--- config.mk ---
export PLATFORM = sky130hd
export DESIGN_NAME = dzMux
export DESIGN_NICKNAME = d
export VERILOG_FILES = /design/src/rtl/dzPkg.sv /design/src/rtl/dzIntrIf.sv /design/src/rtl/dzMux.sv /design/src/rtl/dzIntr.sv /design/src/rtl/dzRxSilo.sv /design/src/rtl/dzRegs.sv
export SDC_FILE = /design/constraint.sdc
export NUM_CORES = 1
export LEC_CHECK = 0
export BUFFER_PORTS_ARGS = -buffer_cell sky130_fd_sc_hd__buf_2
export CORE_UTILIZATION = 55
export DETAILED_ROUTE_END_ITERATION = 6
export MAX_ROUTING_LAYER = met4
export PLACE_DENSITY_LB_ADDON = 0.12
export SYNTH_ARGS = -nofsm -noshare
export SYNTH_HDL_FRONTEND = slang
export SYNTH_HIERARCHICAL = 1
export SYNTH_SLANG_ARGS = --single-unit
--- constraint.sdc ---
create_clock -name clk -period 4.95 [get_ports clk]
set_input_delay 0.495 -clock clk [delete_from_list [all_inputs] [get_ports clk]]
set_output_delay 0.495 -clock clk [all_outputs]
set_load 0.05 [all_outputs]
--- src/rtl/dzPkg.sv ---
////////////////////////////////////////
// DZ multiplexer shared definitions
// Register map, CSR bit positions and silo entry
////////////////////////////////////////

`default_nettype none

package dzPkg;

   // Line number, eight lines
   typedef logic [2:0] lineT;

   // One received or transmitted character
   typedef logic [7:0] charT;

   // Silo entry, also the low bits of RBUF and TDR
   typedef struct packed {
      lineT line;
      charT data;
   } siloEntryT;

   // APB register offset
   typedef logic [3:0] regAddrT;

   ////////////////////////////////////////
   // Register offsets
   ////////////////////////////////////////

   localparam regAddrT CSR_ADDR  = 4'd0;
   localparam regAddrT RBUF_ADDR = 4'd4;
   localparam regAddrT TDR_ADDR  = 4'd8;

   ////////////////////////////////////////
   // CSR bit positions
   ////////////////////////////////////////

   // Write only, reads back as zero
   localparam int CSR_CLR  = 4;
   localparam int CSR_RIE  = 6;
   // Read only, silo holds a character
   localparam int CSR_RRDY = 7;
   localparam int CSR_TIE  = 14;
   // Read only, TDR hold register empty
   localparam int CSR_TRDY = 15;

   // RBUF data valid flag
   localparam int RBUF_VALID = 15;

endpackage

`default_nettype wire
--- src/rtl/dzIntrIf.sv ---
////////////////////////////////////////
// DZ interrupt event interface
// Request and completion events for the interrupt controller
////////////////////////////////////////

`timescale 1ns/1ps
`default_nettype none

interface dzIntrIf;

   // Receive side
   logic csrRie;
   logic csrRrdy;
   logic rbufRead;

   // Transmit side
   logic csrTie;
   logic csrTrdy;

   // Controller clear
   logic clr;

   // Register file publishes the events
   modport regs (output csrRie, csrRrdy, rbufRead, csrTie, csrTrdy, clr);

   // Interrupt controller only listens
   modport intr (input csrRie, csrRrdy, rbufRead, csrTie, csrTrdy, clr);

endinterface

`default_nettype wire

--- src/rtl/dzMux.sv ---
////////////////////////////////////////
// DZ serial line multiplexer
// Register file, receive silo and interrupt controller
////////////////////////////////////////

`timescale 1ns/1ps
`default_nettype none

module dzMux
#(
   parameter int         SILO_DEPTH  = 16,
   parameter logic [8:0] VECTOR_BASE = 9'o300
)
(
   input  wire                 clk,
   input  wire                 rst,
   // APB slave
   input  wire dzPkg::regAddrT paddr,
   input  wire                 psel,
   input  wire                 penable,
   input  wire                 pwrite,
   input  wire  [15:0]         pwdata,
   output logic [15:0]         prdata,
   output logic                pready,
   output logic                pslverr,
   // Interrupt bus
   input  wire                 iack,
   input  wire                 vectRead,
   output logic                rxIntr,
   output logic                txIntr,
   output logic [8:0]          intrVector,
   // Line receivers
   input  wire                 rxValid,
   input  wire dzPkg::lineT    rxLine,
   input  wire dzPkg::charT    rxData,
   // Transmitter
   input  wire                 txReady,
   output logic                txValid,
   output dzPkg::lineT         txLine,
   output dzPkg::charT         txData
);

   import dzPkg::*;

   logic      siloEmpty;
   logic      siloPop;
   siloEntryT siloHead;

   // Register file to interrupt controller
   dzIntrIf intrBus ();

   dzRegs dzRegs_i (
      .clk(clk), .rst(rst),
      .paddr(paddr), .psel(psel), .penable(penable), .pwrite(pwrite),
      .pwdata(pwdata), .prdata(prdata), .pready(pready), .pslverr(pslverr),
      .txReady(txReady), .txValid(txValid), .txLine(txLine), .txData(txData),
      .siloEmpty(siloEmpty), .siloHead(siloHead), .siloPop(siloPop),
      .intrIf(intrBus.regs)
   );

   // Flushed by the CSR clear pulse
   dzRxSilo #(.SILO_DEPTH(SILO_DEPTH)) dzRxSilo_i (
      .clk(clk), .rst(rst), .clr(intrBus.clr),
      .push(rxValid), .pushEntry(siloEntryT'({rxLine, rxData})),
      .pop(siloPop), .empty(siloEmpty), .head(siloHead)
   );

   dzIntr #(.VECTOR_BASE(VECTOR_BASE)) dzIntr_i (
      .clk(clk), .rst(rst), .iack(iack), .vectRead(vectRead),
      .rxIntr(rxIntr), .txIntr(txIntr), .intrVector(intrVector),
      .intrIf(intrBus.intr)
   );

endmodule

`default_nettype wire

--- src/rtl/dzIntr.sv ---
////////////////////////////////////////
// DZ interrupt controller
// Receive and transmit request FSMs with vector arbiter
////////////////////////////////////////

`timescale 1ns/1ps
`default_nettype none

module dzIntr
#(
   parameter logic [8:0] VECTOR_BASE = 9'o300
)
(
   input  wire         clk,
   input  wire         rst,
   input  wire         iack,
   input  wire         vectRead,
   output logic        rxIntr,
   output logic        txIntr,
   output logic [8:0]  intrVector,
   dzIntrIf.intr       intrIf
);

   typedef enum logic [1:0] {rxIdle, rxAct, rxWait, rxDone} rxStateT;
   typedef enum logic [1:0] {txIdle, txAct, txWait} txStateT;
   typedef enum logic [2:0] {
      arbIdle, arbIack, arbVectRead, arbVectClr, arbRxDone, arbTxDone
   } arbStateT;

   rxStateT  rxState;
   txStateT  txState;
   arbStateT arbState;
   logic     commitRx;
   logic     commitTx;
   logic     rxClr;
   logic     txClr;

   ////////////////////////////////////////
   // Receive request
   ////////////////////////////////////////

   // Rearms only after the RBUF read pulse has ended
   always_ff @(posedge clk or posedge rst)
   begin
      if (rst)
         rxState <= rxIdle;
      else if (intrIf.clr)
         rxState <= rxIdle;
      else
      begin
         case (rxState)
            rxIdle: if (intrIf.csrRrdy && intrIf.csrRie) rxState <= rxAct;
            rxAct:  if (rxClr) rxState <= rxWait;
            rxWait: if (intrIf.rbufRead) rxState <= rxDone;
            rxDone: if (!intrIf.rbufRead) rxState <= rxIdle;
            default: rxState <= rxIdle;
         endcase
      end
   end

   // Enable masks the output while the request is kept
   assign rxIntr = (rxState == rxAct) && intrIf.csrRie;

   ////////////////////////////////////////
   // Transmit request
   ////////////////////////////////////////

   // Rearms once TRDY has gone low
   always_ff @(posedge clk or posedge rst)
   begin
      if (rst)
         txState <= txIdle;
      else if (intrIf.clr)
         txState <= txIdle;
      else
      begin
         case (txState)
            txIdle: if (intrIf.csrTrdy && intrIf.csrTie) txState <= txAct;
            txAct:  if (txClr) txState <= txWait;
            txWait: if (!intrIf.csrTrdy) txState <= txIdle;
            default: txState <= txIdle;
         endcase
      end
   end

   assign txIntr = (txState == txAct) && intrIf.csrTie;

   ////////////////////////////////////////
   // Arbiter
   ////////////////////////////////////////

   // Receive wins only if asserted when iack arrives
   always_ff @(posedge clk or posedge rst)
   begin
      if (rst)
      begin
         arbState <= arbIdle;
         commitRx <= 1'b0;
         commitTx <= 1'b0;
      end
      else if (intrIf.clr)
      begin
         arbState <= arbIdle;
         commitRx <= 1'b0;
         commitTx <= 1'b0;
      end
      else
      begin
         case (arbState)
            arbIdle:
               if ((rxState == rxAct) || (txState == txAct))
                  arbState <= arbIack;
            arbIack:
               if (iack)
               begin
                  commitRx <= rxIntr;
                  commitTx <= !rxIntr;
                  arbState <= arbVectRead;
               end
            arbVectRead:
               if (vectRead)
                  arbState <= arbVectClr;
            arbVectClr:
               if (!vectRead)
                  arbState <= commitRx ? arbRxDone : arbTxDone;
            default:
            begin
               // Done states release the commit
               commitRx <= 1'b0;
               commitTx <= 1'b0;
               arbState <= arbIdle;
            end
         endcase
      end
   end

   assign rxClr = (arbState == arbRxDone);
   assign txClr = (arbState == arbTxDone);

   // Vector only during the read cycle
   always_comb
   begin
      intrVector = '0;
      if (vectRead && commitRx)
         intrVector = VECTOR_BASE;
      else if (vectRead && commitTx)
         intrVector = VECTOR_BASE + 9'd4;
   end

   // Exactly one committed side holds a live request through the vector cycle
   oneCommit : assert property (@(posedge clk) disable iff (rst)
      (arbState inside {arbVectRead, arbVectClr}) |->
         ((commitRx && (rxState == rxAct)) ^ (commitTx && (txState == txAct))));

endmodule

`default_nettype wire

--- src/rtl/dzRxSilo.sv ---
////////////////////////////////////////
// DZ receive silo
// Circular FIFO of received characters, drops on overflow
////////////////////////////////////////

`timescale 1ns/1ps
`default_nettype none

module dzRxSilo
#(
   parameter int SILO_DEPTH = 16
)
(
   input  wire                     clk,
   input  wire                     rst,
   input  wire                     clr,
   input  wire                     push,
   input  wire dzPkg::siloEntryT   pushEntry,
   input  wire                     pop,
   output logic                    empty,
   output dzPkg::siloEntryT        head
);

   import dzPkg::*;

   localparam int PTR_W = (SILO_DEPTH > 1) ? $clog2(SILO_DEPTH) : 1;
   localparam int CNT_W = $clog2(SILO_DEPTH + 1);

   // Storage
   siloEntryT        mem [SILO_DEPTH];
   logic [PTR_W-1:0] rdPtr;
   logic [PTR_W-1:0] wrPtr;
   logic [CNT_W-1:0] count;
   logic             full;
   logic             doPush;
   logic             doPop;

   // Pointer advance, wraps at any depth
   function automatic logic [PTR_W-1:0] nextPtr(input logic [PTR_W-1:0] ptr);
      if (ptr == PTR_W'(SILO_DEPTH - 1))
         return '0;
      return ptr + 1'b1;
   endfunction

   assign empty  = (count == '0);
   assign full   = (count == CNT_W'(SILO_DEPTH));
   // Overflow characters are lost
   assign doPush = push && !full;
   assign doPop  = pop && !empty;
   assign head   = mem[rdPtr];

   always_ff @(posedge clk)
   begin
      if (doPush)
         mem[wrPtr] <= pushEntry;
   end

   // Pointers and occupancy, clr flushes
   always_ff @(posedge clk or posedge rst)
   begin
      if (rst)
      begin
         rdPtr <= '0;
         wrPtr <= '0;
         count <= '0;
      end
      else if (clr)
      begin
         rdPtr <= '0;
         wrPtr <= '0;
         count <= '0;
      end
      else
      begin
         if (doPush)
            wrPtr <= nextPtr(wrPtr);
         if (doPop)
            rdPtr <= nextPtr(rdPtr);
         case ({doPush, doPop})
            2'b10:   count <= count + 1'b1;
            2'b01:   count <= count - 1'b1;
            default: count <= count;
         endcase
      end
   end

   // Occupancy bound
   countBound : assert property (@(posedge clk) disable iff (rst)
      count <= CNT_W'(SILO_DEPTH));

endmodule

`default_nettype wire

--- src/rtl/dzRegs.sv ---
////////////////////////////////////////
// DZ register file
// APB slave with CSR, RBUF, TDR and the transmit handshake
////////////////////////////////////////

`timescale 1ns/1ps
`default_nettype none

module dzRegs
(
   input  wire                     clk,
   input  wire                     rst,
   // APB slave
   input  wire dzPkg::regAddrT     paddr,
   input  wire                     psel,
   input  wire                     penable,
   input  wire                     pwrite,
   input  wire  [15:0]             pwdata,
   output logic [15:0]             prdata,
   output logic                    pready,
   output logic                    pslverr,
   // Transmit port
   input  wire                     txReady,
   output logic                    txValid,
   output dzPkg::lineT             txLine,
   output dzPkg::charT             txData,
   // Receive silo
   input  wire                     siloEmpty,
   input  wire dzPkg::siloEntryT   siloHead,
   output logic                    siloPop,
   // Interrupt events
   dzIntrIf.regs                   intrIf
);

   import dzPkg::*;

   logic        accessPh;
   logic        rdAccess;
   logic        wrAccess;
   logic        hitCsr;
   logic        hitRbuf;
   logic        hitTdr;
   logic        clrPulse;
   logic        tdrWrite;
   logic        rie;
   logic        tie;
   logic [15:0] csrData;
   logic [15:0] rbufData;
   siloEntryT   tdrEntry;

   ////////////////////////////////////////
   // APB decode
   ////////////////////////////////////////

   // No wait states
   assign pready   = 1'b1;
   assign accessPh = psel && penable && pready;
   assign rdAccess = accessPh && !pwrite;
   assign wrAccess = accessPh && pwrite;

   assign hitCsr  = (paddr == CSR_ADDR);
   assign hitRbuf = (paddr == RBUF_ADDR);
   assign hitTdr  = (paddr == TDR_ADDR);

   // Error for any unmapped offset
   assign pslverr = accessPh && !(hitCsr || hitRbuf || hitTdr);

   // Clear acts on the edge ending the write
   assign clrPulse = wrAccess && hitCsr && pwdata[CSR_CLR];

   // Pop only with data in the silo
   assign siloPop = rdAccess && hitRbuf && !siloEmpty;

   // Second write while TRDY low is ignored
   assign tdrWrite = wrAccess && hitTdr && !txValid;
   assign tdrEntry = siloEntryT'(pwdata[$bits(siloEntryT)-1:0]);

   // Interrupt enables
   always_ff @(posedge clk or posedge rst)
   begin
      if (rst)
      begin
         rie <= 1'b0;
         tie <= 1'b0;
      end
      else if (clrPulse)
      begin
         rie <= 1'b0;
         tie <= 1'b0;
      end
      else if (wrAccess && hitCsr)
      begin
         rie <= pwdata[CSR_RIE];
         tie <= pwdata[CSR_TIE];
      end
   end

   ////////////////////////////////////////
   // TDR hold register
   ////////////////////////////////////////

   always_ff @(posedge clk or posedge rst)
   begin
      if (rst)
         txValid <= 1'b0;
      else if (clrPulse)
         txValid <= 1'b0;
      else if (txValid && txReady)
         txValid <= 1'b0;
      else if (tdrWrite)
         txValid <= 1'b1;
   end

   // Character and line load only while empty
   always_ff @(posedge clk)
   begin
      if (tdrWrite)
      begin
         txLine <= tdrEntry.line;
         txData <= tdrEntry.data;
      end
   end

   ////////////////////////////////////////
   // Read data
   ////////////////////////////////////////

   always_comb
   begin
      csrData           = '0;
      csrData[CSR_RIE]  = rie;
      csrData[CSR_RRDY] = !siloEmpty;
      csrData[CSR_TIE]  = tie;
      csrData[CSR_TRDY] = !txValid;
   end

   // RBUF reads zero when nothing is waiting
   always_comb
   begin
      rbufData = '0;
      if (!siloEmpty)
      begin
         rbufData[RBUF_VALID]               = 1'b1;
         rbufData[$bits(siloEntryT)-1:0]    = siloHead;
      end
   end

   always_comb
   begin
      prdata = '0;
      if (psel && !pwrite)
      begin
         case (paddr)
            CSR_ADDR:  prdata = csrData;
            RBUF_ADDR: prdata = rbufData;
            default:   prdata = '0;
         endcase
      end
   end

   // Events toward the interrupt controller
   assign intrIf.csrRie   = rie;
   assign intrIf.csrRrdy  = !siloEmpty;
   assign intrIf.rbufRead = rdAccess && hitRbuf;
   assign intrIf.csrTie   = tie;
   assign intrIf.csrTrdy  = !txValid;
   assign intrIf.clr      = clrPulse;

   // Held character stays put until the transmitter takes it
   txHoldStable : assert property (@(posedge clk) disable iff (rst)
      txValid && !txReady && !clrPulse |=> txValid && $stable(txData) && $stable(txLine));

   // An RBUF read of an empty silo returns zero and pops nothing
   noPopWhenEmpty : assert property (@(posedge clk) disable iff (rst)
      rdAccess && hitRbuf && siloEmpty |-> !siloPop && (prdata == '0));

endmodule

`default_nettype wire

# Word level (Yosys, flattened, before mapping)
# Memories as Yosys holds them, arrays and structs flattened.
# Cells that the tools add are included.
# word_totals
reg_bits,36
ram_bits,176
out_inout_bits,41
wordCells,146
memories,1
# op_classes
addsub,4
eq_ne,29
mux,55
n_reduce_logical,44
# mem_list
memory,depth,width,read_ports,rd_ports_with_merged_regs,wr,line_no,rtl
dzRxSilo_i.mem,16,11,1,0,1,dzRxSilo.sv:30,siloEntryT mem [SILO_DEPTH];
# op_table
cell,count
$mux 4,8
$pmux 16 s2,1
$mux 1,21
$logic_and 1x1->1,20
$mux 2,9
$ne 3x1->1 const B,6
$mux 16,1
$mux 3,5
$eq 4x4->1 const B,3
$ne 3x2->1 const B,4
$pmux 3 s4,1
$mux 11,1
$pmux 5 s2,1
$mux 9,1
$add 4x1->4 const B,2
$eq 2x2->1 const B,4
$mux 8,1
$pmux 2 s4,1
$reduce_and 4->1,2
$eq 2x1->1 const B,3
$eq 3x2->1 const B,2
$eq 3x3->1 const B,2
$logic_not 1->1,6
$pmux 2 s3,1
19 further kinds,26

# Depth between registers and ports, before layout
# Gate-level depths: netlist of run 1.
# depth
word_depth,10
mapped_depth,15

# Modules after synthesis
# The synthesis of run 1 kept the hierarchy.
# modules_own_cells
module,n_inst,cells_each,area_each_um2,seq_area_each_um2
dzRxSilo,1,406,7631.1,5610.4
dzRegs,1,65,753.2,405.4
dzIntr,1,76,664.4,225.2

# Worst setup path before layout of run 1
# OpenSTA, ideal clock, no wires.
# synth_timing
kind,register -> output
start,reg dzRxSilo_i.rdPtr[0]
end,out prdata[7]
arrival_time_ns,3.887
required_ns,4.455
slack_ns,0.568
stages_incl_launch_ff,7
cell_sequence,dfrtp_1 clkbuf_1 mux4_2 o22ai_1 nor2_1 inv_1 a2111oi_0
# synth_lines
item,line_no,rtl
start: declaration,dzRxSilo.sv:31,logic [PTR_W-1:0] rdPtr;
start signal: assignment,dzRxSilo.sv:78,rdPtr <= nextPtr(rdPtr);
end: declaration,dzMux.sv:23,"output logic [15:0] prdata,"

==> results.md, run 1 <==
- Clock insertion delay at the later pin of the skew report: 0.52 ns
- Die ar.: 0.0170 mm^2
- Commonest register cell after synthesis: sky130_fd_sc_hd__edfxtp_1
- Std-Cell Rows: 46
- Die width: 130 um
- Final-report setup violation count: 0
- Chip Height: 130 um
- First-pass DRT Iterations: 5
- Final Cycle Share: 78.9%
- Effective utilization at floorplan: 56.6%
- Multi-input combinational cell area: 0.00256 mm^2
- Number of routed nets with antenna violations: 0
- Number of buffers added on ports: 66
- Initial antenna violation count: 0
- Outcome: finished, final reports clean
- Final routed wirelength across all metal layers: 17.8 mm
- Routed length on met3: 1.09 mm
- Post-CTS Setup Inserts: 0
- Highest net fanout along the worst path: 27
- Number of buffers created by CTS: 23
- Final weighted congestion of routability-driven global placement: 0.842
- Signed area change from the synthesized netlist to the final layout: 13.9%
- Setup tns final: 0 ns
- Hold crit path type: primary input to register
- DPL Wire Length: 11.3 mm
- Number of enable-type register cells in the synthesized netlist: 187
- Slowest cell on the critical path: sky130_fd_sc_hd__dfrtp_1
- Via Count: 5,035
- Hold Slack: 0.164 ns
- Clock period minus worst slack: 3.91 ns
- Non-filler instance count after layout: 857
- Number of gates resized after cts: 0
- Sequential cell area: 0.00624 mm^2
- Detailed router's first-iteration violation count: 366
- Register bit count reported by yosys: 212
- Count of hold-fix buffers inserted at cts: 1
- Worst setup path category: register to primary output
- Peak clock frequency supported by timing: 256 MHz
- Met2 layer wire length in the routed design: 8.71 mm
- Gate power share: 19.6%
- Sequential share of the synthesized area: 69.0%
- Yosys Warn Count: 6
- Worst Slack Setup Final: 1.04 ns
- Count of final max-slew check failures: 0
- Top routing layer in use: met4
- Residual overflow from global routing: 0
- Total I/O pin count: 81
- # fillers: 1,141
- Transition time at the pin with the least slew margin: 1.18 ns
- Worst slew slack as a fraction of its limit: 21.7%
- Core Region: 0.0160 mm^2
- Netlist area before placement: 0.00905 mm^2
- Worst setup timing slack at the placement stage: 1.04 ns
- Startpoint type of the worst setup path: register
- Highest-count cells in the layout ignoring fill and taps: sky130_fd_sc_hd__edfxtp_1 (187), sky130_fd_sc_hd__buf_2 (66), sky130_fd_sc_hd__mux4_2 (44)
- Switching part of the total power: 27.8%
- Share of final-layout standard cells stronger than drive strength 1: 27.6%
- Setup skew after layout: 0.00895 ns
- Post-route met1 wirelength: 7.45 mm
- Drt drc: 0
- TritonCTS clock tree: built
- Power Internal: 3.50 mW
- Area after detailed placement: 0.00960 mm^2
- Combined buffer and inverter count along the critical path: 2
- Root buffer cell: sky130_fd_sc_hd__clkbuf_16
- Max-cap violations: 0
- Worst path required time: 4.45 ns
- Fin area: 0.0103 mm^2
- Maximum cell stage delay along the critical path: 0.82 ns
- Peak ir drop on the vdd network: 0.339 mV
- Ant. Diodes: 0
- Net Sw Power: 1.35 mW
- Bufs on Longest Clock Path: 3
- Yosys cell types: 67
- Leakage power total: 3.66 nW
- RSZ-0062 raised after global routing: no
- Post-layout net count: 676
- Wire length of the first global-routing pass: 27.3 mm
- Clock network fraction of total power: 32.2%
- Crit path max-delay family: simple AND/OR/NAND/NOR gates
- Cells traversed along the worst timing path: nand2b_1 > o22ai_1 > nor2_1 > inv_1 > a2111oi_0 > buf_2
- Most common cell after layout, fill and taps aside: sky130_fd_sc_hd__edfxtp_1
- CTS sink count: 212
- Endpoint arrival time on the critical path: 3.41 ns
- Routed wirelength normalized by instance count: 20.8 um
- Category of the worst setup path capture point: primary output
- Routed via count divided by cell count: 5.88
- Power per Cell Area: 471 mW/mm^2
- Final count of hold timing violations: 0
- Clock edge transition at the registers on the reported setup and hold paths: 0.05 ns
- Global Route Usage Sum: 22.9%
- Syn avg cell area: 16.5 um^2
- Post-synth ARST share: 11.8%
- Largest net degree at the start of global routing: 28
- Sequential Power Share: 48.2%
- CTS H-tree depth: 1
- Via count of the first global-routing pass: 4,957
- Placed cell count: 815
- Synth Instances: 547
area by class of cell:
cell class                 instances  area share (%)
multi-input combinational        287            24.9
clock inverter                    14            1.02
sequential                       212            60.6
inverter                          17           0.619
tap                              216            2.62
timing repair buffer              84            4.54
clock buffer                      27            5.73
flip-flops by register name (all words and copies together), names as in the netlist, 2 cells and up:
| register | cells |
|---|---|
| dzRxSilo_i/mem | 176 |
| dzRxSilo_i/wrPtr | 4 |
| dzRegs_i/txLine | 3 |
| dzRegs_i/txData | 8 |
| dzRxSilo_i/rdPtr | 4 |
| dzRxSilo_i/count | 5 |
| dzIntr_i/txState | 2 |
| dzIntr_i/arbState | 3 |
| dzIntr_i/rxState | 2 |
cell families after synthesis:
logic type,synth area share [%]
buffers and inverters,2.99
adders and majority gates,1.52
muxes,12.5
and+or+nand+nor,8.03
xor gates and xnor gates,0.387
DFF,69.0
other,0.124
AOI/OAI and AO/OA,5.48
worst paths after layout:
path	start	endpoint	slack, ns	cells past startpoint
max reg2reg	dzRxSilo_i/count[1]	dzRxSilo_i/count[4]	1.19	12
min	pwdata[7]	dzRegs_i/txData[7]	0.16	1
max	dzRxSilo_i/rdPtr[1]	prdata[7]	1.04	6
min in group asynchronous	rst	dzRegs_i/intrIf.csrTie	0.42	3
min reg2reg	dzIntr_i/txState[1]	dzIntr_i/txState[0]	0.46	1
max in group asynchronous	rst	dzRxSilo_i/rdPtr[0]	3.96	3
metal layers:
metal | GRT usage [%] | vias up
met1 | 29.8 | 2502
met4 | 8.96 | 0
li1 | - | 2287
met5 | - | -
met3 | 3.16 | 48
met2 | 36.9 | 198
power groups by stage:
stage          Combinational [mW]  Sequential [mW]  Clock, mW
3_3_place_gp                0.917             2.36          0
5_1_grt                      1.05             2.37       1.65
2_1_floorplan               0.806             2.27          0
6_report                    0.950             2.34       1.56
3_5_place_dp                0.952             2.37          0
4_1_cts                     0.959             2.34       1.60
per-stage QoR:
step / utilization [%] / total power [mW]
6_report: 64.4 / 4.85
3_3_place_gp: 60.0 / 3.27
4_1_cts: 64.4 / 4.89
5_1_grt: 64.4 / 5.07
2_1_floorplan: - / 3.08
3_5_place_dp: 60.0 / 3.33
synthesized netlist by cell type (2+ instances only):
| cell | count | area (um^2) |
|---|---|---|
| sky130_fd_sc_hd__xor2_1 | 3 | 26.3 |
| sky130_fd_sc_hd__a21oi_1 | 13 | 65.1 |
| sky130_fd_sc_hd__buf_4 | 11 | 82.6 |
| sky130_fd_sc_hd__buf_1 | 2 | 7.51 |
| sky130_fd_sc_hd__nor3_1 | 10 | 50.1 |
| sky130_fd_sc_hd__nand3b_1 | 2 | 15.0 |
| sky130_fd_sc_hd__nor2b_1 | 6 | 37.5 |
| sky130_fd_sc_hd__nand4_1 | 2 | 12.5 |
| sky130_fd_sc_hd__a31o_2 | 2 | 17.5 |
| sky130_fd_sc_hd__a32oi_1 | 2 | 17.5 |
| sky130_fd_sc_hd__or2_2 | 2 | 12.5 |
| sky130_fd_sc_hd__dfrtp_1 | 25 | 626 |
| sky130_fd_sc_hd__conb_1 | 3 | 11.3 |
| sky130_fd_sc_hd__a31oi_1 | 2 | 12.5 |
| sky130_fd_sc_hd__and2_1 | 12 | 75.1 |
| sky130_fd_sc_hd__clkbuf_1 | 17 | 63.8 |
| sky130_fd_sc_hd__inv_1 | 17 | 63.8 |
| sky130_fd_sc_hd__mux2i_1 | 8 | 80.1 |
| sky130_fd_sc_hd__ha_1 | 11 | 138 |
| sky130_fd_sc_hd__o31ai_1 | 3 | 22.5 |
| sky130_fd_sc_hd__a21o_1 | 2 | 15.0 |
| sky130_fd_sc_hd__o211ai_1 | 2 | 15.0 |
| sky130_fd_sc_hd__nor4_1 | 3 | 18.8 |
| sky130_fd_sc_hd__edfxtp_1 | 187 | 5620 |
| sky130_fd_sc_hd__nand2_1 | 21 | 78.8 |
| sky130_fd_sc_hd__nor2_1 | 43 | 161 |
| sky130_fd_sc_hd__or3_1 | 2 | 12.5 |
| sky130_fd_sc_hd__o21ai_0 | 6 | 30.0 |
| sky130_fd_sc_hd__nand2b_1 | 7 | 43.8 |
| sky130_fd_sc_hd__buf_6 | 2 | 22.5 |
| sky130_fd_sc_hd__and3_1 | 4 | 25.0 |
| sky130_fd_sc_hd__nand3_1 | 5 | 25.0 |
| sky130_fd_sc_hd__mux4_2 | 44 | 991 |
| sky130_fd_sc_hd__a211oi_1 | 2 | 15.0 |
| sky130_fd_sc_hd__buf_2 | 6 | 30.0 |
| sky130_fd_sc_hd__o22ai_1 | 23 | 144 |
| sky130_fd_sc_hd__mux2_2 | 4 | 45.0 |
| sky130_fd_sc_hd__nor3b_1 | 2 | 15.0 |
Power figures use the tool's default switching activity.
==> inputs of run 2 (changes only) <==
- clock period: 4.95 -> 3.6 ns (I/O delays scaled with it)
==> run 2 against run 1 <==
Effect of this change:
- first-iteration DRC count grew 6.0%
- count of clock-buffer cells in the layout is the same
- clock skew down 0.0013 ns
- critical endpoint is now dzRxSilo_i/count[4]
==> results.md, run 2 (synthesis gave the netlist of run 1 again) <==
- Initial antenna violation count: 0
- Signed area change from the synthesized netlist to the final layout: 14.9%
- Outcome: finished, final reports clean
- Net Sw Power: 1.87 mW
- CTS sink count: 212
- Drt drc: 0
- Clock insertion delay at the later pin of the skew report: 0.51 ns
- Gate power share: 20.7%
- Switching part of the total power: 28.1%
- Via count of the first global-routing pass: 5,080
- Share of final-layout standard cells stronger than drive strength 1: 29.3%
- Clock edge transition at the registers on the reported setup and hold paths: 0.06 ns
- Worst setup timing slack at the placement stage: 0.0807 ns
- Number of routed nets with antenna violations: 0
- Wire length of the first global-routing pass: 27.2 mm
- Power per Cell Area: 641 mW/mm^2
- Hold crit path type: primary input to register
- Worst Slack Setup Final: 0.359 ns
- Die ar.: 0.0170 mm^2
- Post-layout net count: 686
- Register with the highest flop count: dzRxSilo_i/mem
- Number of buffers added on ports: 66
- Total I/O pin count: 81
- Detailed router's first-iteration violation count: 388
- Leakage power total: 3.71 nW
- Number of flip-flops under the largest register name: 176
- Root buffer cell: sky130_fd_sc_hd__clkbuf_16
- Final-report setup violation count: 0
- Final weighted congestion of routability-driven global placement: 0.831
- RSZ-0062 raised after global routing: no
- Core Region: 0.0160 mm^2
- Final Cycle Share: 90.0%
- Peak clock frequency supported by timing: 309 MHz
- Routed via count divided by cell count: 5.86
- Endpoint arrival time on the critical path: 3.65 ns
- Peak ir drop on the vdd network: 0.467 mV
- Transition time at the pin with the least slew margin: 1.09 ns
- Residual overflow from global routing: 0
- Final routed wirelength across all metal layers: 18.0 mm
- Sequential Power Share: 47.9%
- Std-Cell Rows: 46
- Worst slew slack as a fraction of its limit: 27.2%
- Clock period minus worst slack: 3.24 ns
- Worst path required time: 4.00 ns
- Die width: 130 um
- Effective utilization at floorplan: 56.6%
- Startpoint type of the worst setup path: register
- Worst setup path category: register to register
- Bufs on Longest Clock Path: 3
- CTS H-tree depth: 1
- Most common cell after layout, fill and taps aside: sky130_fd_sc_hd__edfxtp_1
- Final count of hold timing violations: 0
- Max-cap violations: 0
- Clock network fraction of total power: 31.5%
- Power Internal: 4.79 mW
- Highest net fanout along the worst path: 13
- Chip Height: 130 um
- Setup skew after layout: 0.00763 ns
- Via Count: 5,077
- First-pass DRT Iterations: 5
- Ant. Diodes: 0
- TritonCTS clock tree: built
- Largest regs: dzRxSilo_i/mem (176), dzRegs_i/txData (8), dzRxSilo_i/count (5)
- DPL Wire Length: 11.4 mm
- Global Route Usage Sum: 22.8%
- Number of buffers created by CTS: 22
- Setup tns final: 0 ns
- Count of final max-slew check failures: 0
- Highest-count cells in the layout ignoring fill and taps: sky130_fd_sc_hd__edfxtp_1 (187), sky130_fd_sc_hd__buf_2 (66), sky130_fd_sc_hd__mux4_2 (44)
- Routed wirelength normalized by instance count: 20.7 um
- Category of the worst setup path capture point: register
- Largest net degree at the start of global routing: 23
## run 2: cell count changes in the layout (fill, tap and decap cells not counted), moves of 2 or more
cell                     previous run  this run
sky130_fd_sc_hd__buf_4             17        26
sky130_fd_sc_hd__nor3_2             0         3
sky130_fd_sc_hd__nor3_1            10         7
sky130_fd_sc_hd__buf_12             0         2
## run 2: area by class of cell
cell class / instances / area (um^2)
well taps: 216 / 270
clock buffers: 27 / 569
clock inverters: 13 / 96.3
inverters: 17 / 63.8
flip-flops and latches: 212 / 6240
repair buffers: 95 / 576
fillers: 1131 / 5600
multi-input cells: 287 / 2580
## run 2: worst max-delay path: stages, from the launching register on
cell	delay, ns
sky130_fd_sc_hd__dfrtp_1	0.48
sky130_fd_sc_hd__or4_4	0.66
sky130_fd_sc_hd__nor2_2	0.25
sky130_fd_sc_hd__nor4b_4	0.09
sky130_fd_sc_hd__and2_2	0.29
sky130_fd_sc_hd__o21ai_1	0.13
sky130_fd_sc_hd__a21oi_1	0.10
sky130_fd_sc_hd__xor2_1	0.16
sky130_fd_sc_hd__ha_1	0.26
sky130_fd_sc_hd__a31o_2	0.28
sky130_fd_sc_hd__nand4_1	0.08
sky130_fd_sc_hd__o31ai_1	0.07
sky130_fd_sc_hd__nor4bb_1	0.28
## run 2: path summary, 6_finish.rpt
path	startpoint	end	slack, ns	cells past startpoint
min in group asynchronous	rst	dzRegs_i/intrIf.csrTie	0.29	3
max in group asynchronous	rst	dzRxSilo_i/rdPtr[0]	2.74	3
worst max-delay path	dzRxSilo_i/count[1]	dzRxSilo_i/count[4]	0.36	12
worst min register to register	dzIntr_i/txState[1]	dzIntr_i/txState[0]	0.47	1
worst max register to register	dzRxSilo_i/count[1]	dzRxSilo_i/count[4]	0.36	12
worst min-delay path	pwdata[7]	dzRegs_i/txData[7]	0.04	1
## run 2: what timing repair did
| action | CTS | global route |
|---|---|---|
| setup endpoints to repair | 0 | 2 |
| buffers inserted | 0 | 2 |
| endpoints found under the hold margin | 25 | 0 |
| gates resized for setup | 0 | 2 |
| hold buffers | 1 | 0 |
## run 2: power by group through the flow
stage | sequential [mW] | clock, mW | combinational, mW
floorplan | 3.12 | 0 | 1.11
global placement | 3.21 | 0 | 1.34
detailed placement | 3.24 | 0 | 1.38
CTS | 3.19 | 2.14 | 1.39
global route | 3.22 | 2.23 | 1.52
finish | 3.19 | 2.10 | 1.38
## run 2: per-stage QoR
step | power (mW) | std cells | hold WS [ns] | instance area (um^2) | utilization (%)
floorplan | 4.23 | 554 | 0.114 | 9080 | -
global placement | 4.55 | 824 | 0.257 | 9710 | 60.7
detailed placement | 4.62 | 824 | 0.264 | 9710 | 60.7
CTS | 6.72 | 865 | 0.0209 | 10400 | 64.9
global route | 6.97 | 867 | 0.0258 | 10400 | 65.0
finish | 6.66 | 867 | 0.0396 | 10400 | 65.0
## run 2: per-layer routing
metal,wire [um],global-route usage [%],up-vias
met2,8970,38.0,177
met5,0,-,-
met4,547,8.14,0
met1,7510,28.9,2559
met3,933,3.03,43
li1,-,-,2298
